`src/verilog/axi_mem_pkg.sv`:
```
// Widths, address map and response codes shared by the AXI memory
// RAM occupies byte addresses 0 to MEM_WORDS*4-1; any other address errors,
// except the interrupt register
`default_nettype none

package axi_mem_pkg;

    localparam int ADDR_W    = 32;
    localparam int DATA_W    = 32;
    localparam int STRB_W    = 4;
    localparam int ID_W      = 4;
    localparam int SIZE_W    = 3;

    localparam int MEM_WORDS = 1024;
    localparam int MEM_AW    = 10;

    localparam int IRQ_LINES = 16;
    localparam logic [ADDR_W-1:0] IRQ_ADDR = 32'hF000_0100;

    localparam logic [1:0] RESP_OKAY   = 2'd0;
    localparam logic [1:0] RESP_SLVERR = 2'd2;

    // One memory word, whole or split into byte lanes
    typedef union packed {
        logic [DATA_W-1:0]      word;
        logic [STRB_W-1:0][7:0] bytes;
    } mem_word_u;

endpackage

`default_nettype wire

```
`src/verilog/mem_req_if.sv`:
```
// Request and reply between one AXI front-end and the shared memory core
// The front-end holds req and its fields until gnt; the core answers with a
// one-cycle rsp_valid pulse on the cycle after the grant
`default_nettype none

interface mem_req_if;

    // Request side
    logic                             req;
    logic                             we;
    logic [axi_mem_pkg::ADDR_W-1:0]   addr;
    logic [axi_mem_pkg::STRB_W-1:0]   be;
    logic [axi_mem_pkg::DATA_W-1:0]   wdata;

    // Reply side
    logic                             gnt;
    logic                             rsp_valid;
    logic [axi_mem_pkg::DATA_W-1:0]   rdata;
    logic                             err;

    modport port (
        output req,
        output we,
        output addr,
        output be,
        output wdata,
        input  gnt,
        input  rsp_valid,
        input  rdata,
        input  err
    );

    modport core (
        input  req,
        input  we,
        input  addr,
        input  be,
        input  wdata,
        output gnt,
        output rsp_valid,
        output rdata,
        output err
    );

endinterface

`default_nettype wire

```
`src/verilog/axi_port_frontend.sv`:
```
// Single-beat AXI slave port; no bursts, every transfer is one beat
// Sizes above a word are taken as a full word
// One read and one write may be open at once; a ready write goes to memory first
`default_nettype none

module axi_port_frontend (
    input  logic                              clk,
    input  logic                              rst_n,
    // Write address channel
    input  logic                              awvalid,
    output logic                              awready,
    input  logic [axi_mem_pkg::ID_W-1:0]      awid,
    input  logic [axi_mem_pkg::ADDR_W-1:0]    awaddr,
    input  logic [axi_mem_pkg::SIZE_W-1:0]    awsize,
    // Write data channel
    input  logic                              wvalid,
    output logic                              wready,
    input  logic [axi_mem_pkg::DATA_W-1:0]    wdata,
    input  logic [axi_mem_pkg::STRB_W-1:0]    wstrb,
    // Write response channel
    output logic                              bvalid,
    input  logic                              bready,
    output logic [axi_mem_pkg::ID_W-1:0]      bid,
    output logic [1:0]                        bresp,
    // Read address channel
    input  logic                              arvalid,
    output logic                              arready,
    input  logic [axi_mem_pkg::ID_W-1:0]      arid,
    input  logic [axi_mem_pkg::ADDR_W-1:0]    araddr,
    input  logic [axi_mem_pkg::SIZE_W-1:0]    arsize,
    // Read data channel
    output logic                              rvalid,
    input  logic                              rready,
    output logic [axi_mem_pkg::ID_W-1:0]      rid,
    output logic [axi_mem_pkg::DATA_W-1:0]    rdata,
    output logic [1:0]                        rresp,
    // Memory core side
    mem_req_if.port                           mem
);

    // Captured beats
    logic                             ar_busy;
    logic [axi_mem_pkg::ID_W-1:0]     ar_id;
    logic [axi_mem_pkg::ADDR_W-1:0]   ar_addr;
    logic [axi_mem_pkg::SIZE_W-1:0]   ar_size;
    logic                             aw_busy;
    logic [axi_mem_pkg::ID_W-1:0]     aw_id;
    logic [axi_mem_pkg::ADDR_W-1:0]   aw_addr;
    logic [axi_mem_pkg::SIZE_W-1:0]   aw_size;
    logic                             w_busy;
    logic [axi_mem_pkg::DATA_W-1:0]   w_data;
    logic [axi_mem_pkg::STRB_W-1:0]   w_strb;

    // Request tracking
    logic                             ar_sent;
    logic                             wr_sent;
    logic                             wait_rsp;
    logic                             wait_wr;
    logic                             hold;
    logic                             hold_wr;
    logic                             rd_need;
    logic                             wr_need;
    logic                             sel_wr;
    logic [axi_mem_pkg::STRB_W-1:0]   rd_be;
    logic [axi_mem_pkg::STRB_W-1:0]   wr_be;
    logic [axi_mem_pkg::DATA_W-1:0]   rd_lanes;

    // Byte lanes touched by a transfer of the given size at the given offset
    function automatic logic [axi_mem_pkg::STRB_W-1:0] size_be(
        input logic [axi_mem_pkg::SIZE_W-1:0] size,
        input logic [1:0]                     offs
    );
        case (size)
            3'd0:    size_be = 4'b0001 << offs;
            3'd1:    size_be = 4'b0011 << {offs[1], 1'b0};
            default: size_be = 4'b1111;
        endcase
    endfunction

    assign arready = !ar_busy;
    assign awready = !aw_busy;
    assign wready  = !w_busy;

    assign rd_need = ar_busy && !ar_sent;
    assign wr_need = aw_busy && w_busy && !wr_sent;
    // Once presented, the kind of request stays put until granted
    assign sel_wr  = hold ? hold_wr : wr_need;
    assign rd_be   = size_be(ar_size, ar_addr[1:0]);
    assign wr_be   = size_be(aw_size, aw_addr[1:0]) & w_strb;

    assign mem.req   = (rd_need || wr_need) && !wait_rsp;
    assign mem.we    = sel_wr;
    assign mem.addr  = sel_wr ? aw_addr : ar_addr;
    assign mem.be    = sel_wr ? wr_be : rd_be;
    assign mem.wdata = w_data;

    // Only the lanes of the read reach rdata
    always_comb begin
        for (int i = 0; i < axi_mem_pkg::STRB_W; i++) begin
            rd_lanes[i*8 +: 8] = rd_be[i] ? mem.rdata[i*8 +: 8] : 8'h00;
        end
    end

    // --------------------
    // Channel state
    // --------------------
    always_ff @(posedge clk or negedge rst_n) begin
        if (!rst_n) begin
            ar_busy  <= 1'b0;
            aw_busy  <= 1'b0;
            w_busy   <= 1'b0;
            ar_sent  <= 1'b0;
            wr_sent  <= 1'b0;
            wait_rsp <= 1'b0;
            wait_wr  <= 1'b0;
            hold     <= 1'b0;
            hold_wr  <= 1'b0;
            rvalid   <= 1'b0;
            bvalid   <= 1'b0;
        end else begin
            if (arvalid && arready) ar_busy <= 1'b1;
            if (awvalid && awready) aw_busy <= 1'b1;
            if (wvalid && wready)   w_busy  <= 1'b1;

            hold    <= mem.req && !mem.gnt;
            hold_wr <= sel_wr;

            if (mem.req && mem.gnt) begin
                wait_rsp <= 1'b1;
                wait_wr  <= sel_wr;
                if (sel_wr) wr_sent <= 1'b1;
                else        ar_sent <= 1'b1;
            end
            if (mem.rsp_valid) begin
                wait_rsp <= 1'b0;
                if (wait_wr) bvalid <= 1'b1;
                else         rvalid <= 1'b1;
            end

            // Completed responses free their channels
            if (rvalid && rready) begin
                rvalid  <= 1'b0;
                ar_busy <= 1'b0;
                ar_sent <= 1'b0;
            end
            if (bvalid && bready) begin
                bvalid  <= 1'b0;
                aw_busy <= 1'b0;
                w_busy  <= 1'b0;
                wr_sent <= 1'b0;
            end
        end
    end

    // Beat and response payload
    always_ff @(posedge clk) begin
        if (arvalid && arready) begin
            ar_id   <= arid;
            ar_addr <= araddr;
            ar_size <= arsize;
        end
        if (awvalid && awready) begin
            aw_id   <= awid;
            aw_addr <= awaddr;
            aw_size <= awsize;
        end
        if (wvalid && wready) begin
            w_data <= wdata;
            w_strb <= wstrb;
        end
        if (mem.rsp_valid && wait_wr) begin
            bid   <= aw_id;
            bresp <= mem.err ? axi_mem_pkg::RESP_SLVERR : axi_mem_pkg::RESP_OKAY;
        end
        if (mem.rsp_valid && !wait_wr) begin
            rid   <= ar_id;
            rdata <= rd_lanes;
            rresp <= mem.err ? axi_mem_pkg::RESP_SLVERR : axi_mem_pkg::RESP_OKAY;
        end
    end

endmodule

`default_nettype wire

```
`src/flat_wrapper.sv`:
```
// flat-port wrapper written by rule: the top's interface ports become plain ports
module axi_port_frontend_flat 
  (clk, rst_n, awvalid, awready, awid, awaddr, awsize, wvalid, wready, wdata, wstrb, bvalid, bready, bid, bresp, arvalid, arready, arid, araddr, arsize, rvalid, rready, rid, rdata, rresp, mem_req, mem_we, mem_addr, mem_be, mem_wdata, mem_gnt, mem_rsp_valid, mem_rdata, mem_err);
  mem_req_if mem_i ();
  input  logic clk;
  input  logic rst_n;
  input  logic awvalid;
  output logic awready;
  input  logic [axi_mem_pkg::ID_W-1:0] awid;
  input  logic [axi_mem_pkg::ADDR_W-1:0] awaddr;
  input  logic [axi_mem_pkg::SIZE_W-1:0] awsize;
  input  logic wvalid;
  output logic wready;
  input  logic [axi_mem_pkg::DATA_W-1:0] wdata;
  input  logic [axi_mem_pkg::STRB_W-1:0] wstrb;
  output logic bvalid;
  input  logic bready;
  output logic [axi_mem_pkg::ID_W-1:0] bid;
  output logic [1:0] bresp;
  input  logic arvalid;
  output logic arready;
  input  logic [axi_mem_pkg::ID_W-1:0] arid;
  input  logic [axi_mem_pkg::ADDR_W-1:0] araddr;
  input  logic [axi_mem_pkg::SIZE_W-1:0] arsize;
  output logic rvalid;
  input  logic rready;
  output logic [axi_mem_pkg::ID_W-1:0] rid;
  output logic [axi_mem_pkg::DATA_W-1:0] rdata;
  output logic [1:0] rresp;
  output wire logic [$bits(mem_i.req)-1:0] mem_req;
  output wire logic [$bits(mem_i.we)-1:0] mem_we;
  output wire logic [$bits(mem_i.addr)-1:0] mem_addr;
  output wire logic [$bits(mem_i.be)-1:0] mem_be;
  output wire logic [$bits(mem_i.wdata)-1:0] mem_wdata;
  input wire logic [$bits(mem_i.gnt)-1:0] mem_gnt;
  input wire logic [$bits(mem_i.rsp_valid)-1:0] mem_rsp_valid;
  input wire logic [$bits(mem_i.rdata)-1:0] mem_rdata;
  input wire logic [$bits(mem_i.err)-1:0] mem_err;
  assign mem_req = mem_i.req;
  assign mem_we = mem_i.we;
  assign mem_addr = mem_i.addr;
  assign mem_be = mem_i.be;
  assign mem_wdata = mem_i.wdata;
  assign mem_i.gnt = mem_gnt;
  assign mem_i.rsp_valid = mem_rsp_valid;
  assign mem_i.rdata = mem_rdata;
  assign mem_i.err = mem_err;
  axi_port_frontend u_core (.clk(clk), .rst_n(rst_n), .awvalid(awvalid), .awready(awready), .awid(awid), .awaddr(awaddr), .awsize(awsize), .wvalid(wvalid), .wready(wready), .wdata(wdata), .wstrb(wstrb), .bvalid(bvalid), .bready(bready), .bid(bid), .bresp(bresp), .arvalid(arvalid), .arready(arready), .arid(arid), .araddr(araddr), .arsize(arsize), .rvalid(rvalid), .rready(rready), .rid(rid), .rdata(rdata), .rresp(rresp), .mem(mem_i));
endmodule
```
`config.mk`:
```
export PLATFORM = sky130hd
export DESIGN_NAME = axi_port_frontend_flat
export DESIGN_NICKNAME = d
export VERILOG_FILES = /design/src/verilog/axi_mem_pkg.sv /design/src/verilog/mem_req_if.sv /design/src/verilog/axi_port_frontend.sv /design/src/flat_wrapper.sv
export SDC_FILE = /design/constraint.sdc
export NUM_CORES = 1
export LEC_CHECK = 0
export ABC_CLOCK_PERIOD_IN_PS = 2700
export BUFFER_PORTS_ARGS = -buffer_cell sky130_fd_sc_hd__buf_2
export CAP_MARGIN = 0
export CORE_ASPECT_RATIO = 0.8
export CORE_MARGIN = 1
export CORE_UTILIZATION = 42
export CTS_CLUSTER_DIAMETER = 80
export CTS_CLUSTER_SIZE = 14
export DETAILED_ROUTE_END_ITERATION = 10
export PLACE_DENSITY = 0.74
export SYNTH_ARGS = -nofsm -noshare
export SYNTH_HDL_FRONTEND = slang
export SYNTH_SLANG_ARGS = --single-unit
```
`constraint.sdc`:
```
create_clock -name clk -period 2.7 [get_ports clk]
set_clock_uncertainty 0.15 [all_clocks]
set_input_delay 0.54 -clock clk [delete_from_list [all_inputs] [get_ports clk]]
set_output_delay 0.54 -clock clk [all_outputs]
set_load 0.05 [all_outputs]
```
==> impl_metrics.prom <==
# TYPE chip_impl_metric gauge
chip_impl_metric{name="cts-buffers-inserted",unit=""} 17
chip_impl_metric{name="synthDistinctLibCells",unit=""} 23
chip_impl_metric{name="setup_tns",unit="ns"} 0
chip_impl_info{name="critical_path_class",value="reg -> out"} 1
chip_impl_metric{name="design.final.nets",unit=""} 818
chip_impl_metric{name="drtPass1Iterations",unit=""} 4
chip_impl_metric{name="gp_congestion",unit=""} 0.738
chip_impl_metric{name="design.portCount",unit=""} 275
chip_impl_info{name="most-common-layout-cells",value="buf_2 (251), edfxtp_1 (156), nand2_1 (102)"} 1
chip_impl_metric{name="clock_latency",unit="ns"} 0.42
chip_impl_metric{name="synth-seq-area-share",unit="%"} 84.0
chip_impl_metric{name="grt_max_degree",unit=""} 40
chip_impl_info{name="layout.cells.most_common",value="buf_2"} 1
chip_impl_metric{name="netlist_area",unit="µm²"} 5900
chip_impl_info{name="cp-start-kind",value="flip-flop"} 1
chip_impl_metric{name="finalHoldViolCount",unit=""} 0
chip_impl_metric{name="power",unit="mW"} 9.70
chip_impl_metric{name="antenna_found_initial",unit=""} 0
chip_impl_metric{name="placement.cell_area",unit="µm²"} 7530
chip_impl_metric{name="p_leak",unit="nW"} 3.59
chip_impl_metric{name="cts-htree-levels",unit=""} 4
chip_impl_metric{name="worst-path-stages",unit=""} 7
chip_impl_metric{name="slew_viol_final",unit=""} 0
chip_impl_metric{name="first_iter_violations",unit=""} 242
chip_impl_metric{name="finalInstanceArea",unit="µm²"} 8270
chip_impl_metric{name="period_minus_slack",unit="ns"} 2.62
chip_impl_metric{name="worst_ep_arrival_time",unit="ns"} 1.93
chip_impl_metric{name="longest_individual_stage_delay_on_the_worst_path",unit="ns"} 0.37
chip_impl_metric{name="drt-total-wl",unit="µm"} 13600
chip_impl_metric{name="design.die.area",unit="µm²"} 14500
chip_impl_metric{name="gr-usage-all-layers",unit="%"} 19.2
chip_impl_metric{name="drtAntennaViolNets",unit=""} 0
chip_impl_metric{name="n_antenna_cell",unit=""} 0
chip_impl_info{name="cts.root.buffer_cell",value="clkbuf_16"} 1
chip_impl_metric{name="max_clock_freq",unit="GHz"} 0.381
chip_impl_metric{name="seqCellArea",unit="µm²"} 4960
chip_impl_metric{name="period_utilisation_layout",unit="%"} 97.2
chip_impl_metric{name="max_slew.worst_pin.slew",unit="ns"} 0.627
chip_impl_info{name="setup.worst_path.end_class",value="output port"} 1
chip_impl_metric{name="clock_path_buffers",unit=""} 2
chip_impl_metric{name="drv_cap",unit=""} 0
chip_impl_info{name="tritoncts",value="built"} 1
chip_impl_metric{name="global_route.overflow_total",unit=""} 0
chip_impl_metric{name="grt_first_pass_wirelength",unit="µm"} 20300
chip_impl_metric{name="worst_setup_hold_path_clk_slew",unit="ns"} 0.07
chip_impl_metric{name="worst_slew_margin_rel",unit="%"} 57.9
chip_impl_metric{name="floorplan.rows",unit=""} 38
chip_impl_metric{name="avgSynthCellArea",unit="µm²"} 16.1
chip_impl_metric{name="number_of_flip_flops_and_latches_in_the_synthesized_netlist",unit=""} 167
chip_impl_metric{name="hold_depth",unit=""} 1
chip_impl_metric{name="vias_per_cell",unit=""} 4.67
chip_impl_metric{name="dp_hpwl",unit="µm"} 9720
chip_impl_metric{name="routed-via-count",unit=""} 3997
chip_impl_metric{name="worst_ep_required_time",unit="ns"} 2.01
chip_impl_metric{name="multi_input_area",unit="µm²"} 881
chip_impl_info{name="critical_path.slowest_cell",value="dfrtp_1"} 1
chip_impl_metric{name="hold_slack",unit="ns"} 0.137
chip_impl_info{name="worstPathCellList",value="nand3b_1 > o21a_4 > buf_4 > buf_12 > nand2_1 > nand2_1 > buf_4"} 1
chip_impl_metric{name="maximum_fanout_count_along_the_critical_path",unit=""} 32
chip_impl_info{name="worst_path_dominant_cell_family",value="buffers and inverters"} 1
chip_impl_metric{name="fill_cells",unit=""} 1086
chip_impl_info{name="run_status",value="complete, no violations"} 1
chip_impl_info{name="synthDominantAreaCellType",value="edfxtp_1"} 1
chip_impl_metric{name="width_of_the_die",unit="µm"} 135
chip_impl_metric{name="maximum_vdd_ir_drop",unit="mV"} 1.02
chip_impl_metric{name="ys_warn_count",unit=""} 0
chip_impl_metric{name="synth_top_area_share",unit="%"} 79.3
chip_impl_info{name="hold_path_class",value="in -> reg"} 1
chip_impl_metric{name="power_per_standard_cell_area",unit="nW/µm²"} 1170
chip_impl_metric{name="drive_gt1_share",unit="%"} 47.6
chip_impl_metric{name="detail_route.wl_per_cell",unit="µm"} 15.9
chip_impl_metric{name="setup_viol",unit=""} 0
chip_impl_metric{name="synthCells",unit=""} 366
chip_impl_metric{name="finalCoreUtilization",unit="%"} 60.6
chip_impl_info{name="synthTopCellsByArea",value="edfxtp_1 (79%), nand2_1 (6.5%), dfrtp_1 (4.7%)"} 1
chip_impl_metric{name="initial_core_util",unit="%"} 43.3
chip_impl_metric{name="synthToLayoutAreaGrowth",unit="%"} 40.1
chip_impl_metric{name="timing.reg2reg.worst_path_depth",unit=""} 5
chip_impl_info{name="unrepaired_setup_endpoints_after_global_routing",value="yes"} 1
chip_impl_metric{name="numClockSinks",unit=""} 167
chip_impl_metric{name="placeableCoreArea",unit="µm²"} 13600
chip_impl_metric{name="portBuffers",unit=""} 272
chip_impl_metric{name="route.detailed.drc",unit=""} 0
chip_impl_metric{name="die_h",unit="µm"} 108
chip_impl_metric{name="via_count_of_the_first_global_routing_pass",unit=""} 4004
chip_impl_metric{name="buffers_and_inverters_on_the_worst_path",unit=""} 3
-- cells by family (layout without fill, tap and decap cells) --
| group | after synthesis | after routing | synth area share, % |
|---|---|---|---|
| flip-flops | 167 | 167 | 84.0 |
| AND/OR/NAND/NOR | 157 | 157 | 11.8 |
| AO/OA/AOI/OAI | 22 | 22 | 1.97 |
| buffers and inverters | 17 | 325 | 1.76 |
| multiplexers | 2 | 2 | 0.360 |
| other | 1 | 2 | 0.0635 |
-- stage by stage --
stage | worst slack (ns) | cells
after floorplan | 0.00470 | 367
after global placement | 0.430 | 817
after detailed placement | 0.378 | 817
after CTS | 0.00186 | 854
after global routing | -0.0614 | 855
final | 0.0750 | 855
-- per-layer routing --
metal,vias up,wire length [µm],track usage [%]
li1,1875,-,-
met1,1925,5530,22.2
met2,184,6920,32.6
met3,13,987,6.52
met4,0,189,8.35
met5,-,0,0
-- power breakdown --
group / switching (mW) / internal (mW) / total, mW / leakage (nW)
sequential: 0.132 / 3.30 / 3.44 / 1.58
combinational: 2.90 / 1.00 / 3.90 / 1.72
clock: 0.990 / 1.37 / 2.36 / 0.283
-- cells in the mapped netlist (all sizes together) --
master  instances
nand2         102
buf             8
clkinv          1
a21oi          10
nor2b          15
and2           24
nand3           3
o21a            2
o21ai          10
mux2i           1
nand2b          2
inv             7
clkbuf          1
nor2           10
mux2            1
nand3b          1
dfrtp          11
edfxtp        156
conb            1
-- registers in the layout (all words and copies together) (netlist names), 3 cells and up --
register,flops
u_core.w_strb,4
u_core.mem.wdata,32
u_core.aw_id,4
u_core.ar_addr,32
u_core.aw_addr,32
u_core.rdata,32
u_core.ar_size,3
u_core.ar_id,4
u_core.aw_size,3
u_core.rid,4
u_core.bid,4
-- final timing paths --
| kind | from | to | slack (ns) |
|---|---|---|---|
| setup reg to reg | u_core.wr_sent$_DFFE_PN0P_ | u_core.wr_sent$_DFFE_PN0P_ | 1.07 |
| hold / removal | araddr[13] | u_core.ar_addr[13]$_DFFE_PP_ | 0.14 |
| max in group asynchronous | rst_n | u_core.aw_busy$_DFFE_PN0P_ | 1.79 |
| setup / recovery | u_core.wr_sent$_DFFE_PN0P_ | mem_addr[6] | 0.08 |
| hold reg to reg | u_core.ar_id[1]$_DFFE_PP_ | u_core.rid[1]$_DFFE_PP_ | 0.27 |
| min in group asynchronous | rst_n | u_core.rvalid$_DFFE_PN0P_ | 0.40 |
-- what timing repair did --
item                       in CTS  in global routing
setup buffers                   3                  1
cloned                          1                  0
gates resized for setup        21                 19
hold buffers                    1                  0
hold endpoints to repair       11                  0
pin swaps                       1                  0
setup endpoints to repair      30                 33
-- cell type report --
type	count	area share (%)
clock buffers	17	5.14
clock inverters	15	1.83
inverters	8	0.424
multi-input cells	183	10.6
flip-flops and latches	167	60.0
well taps	180	2.72
repair buffers	285	19.3
Power figures use the tool's default switching activity.
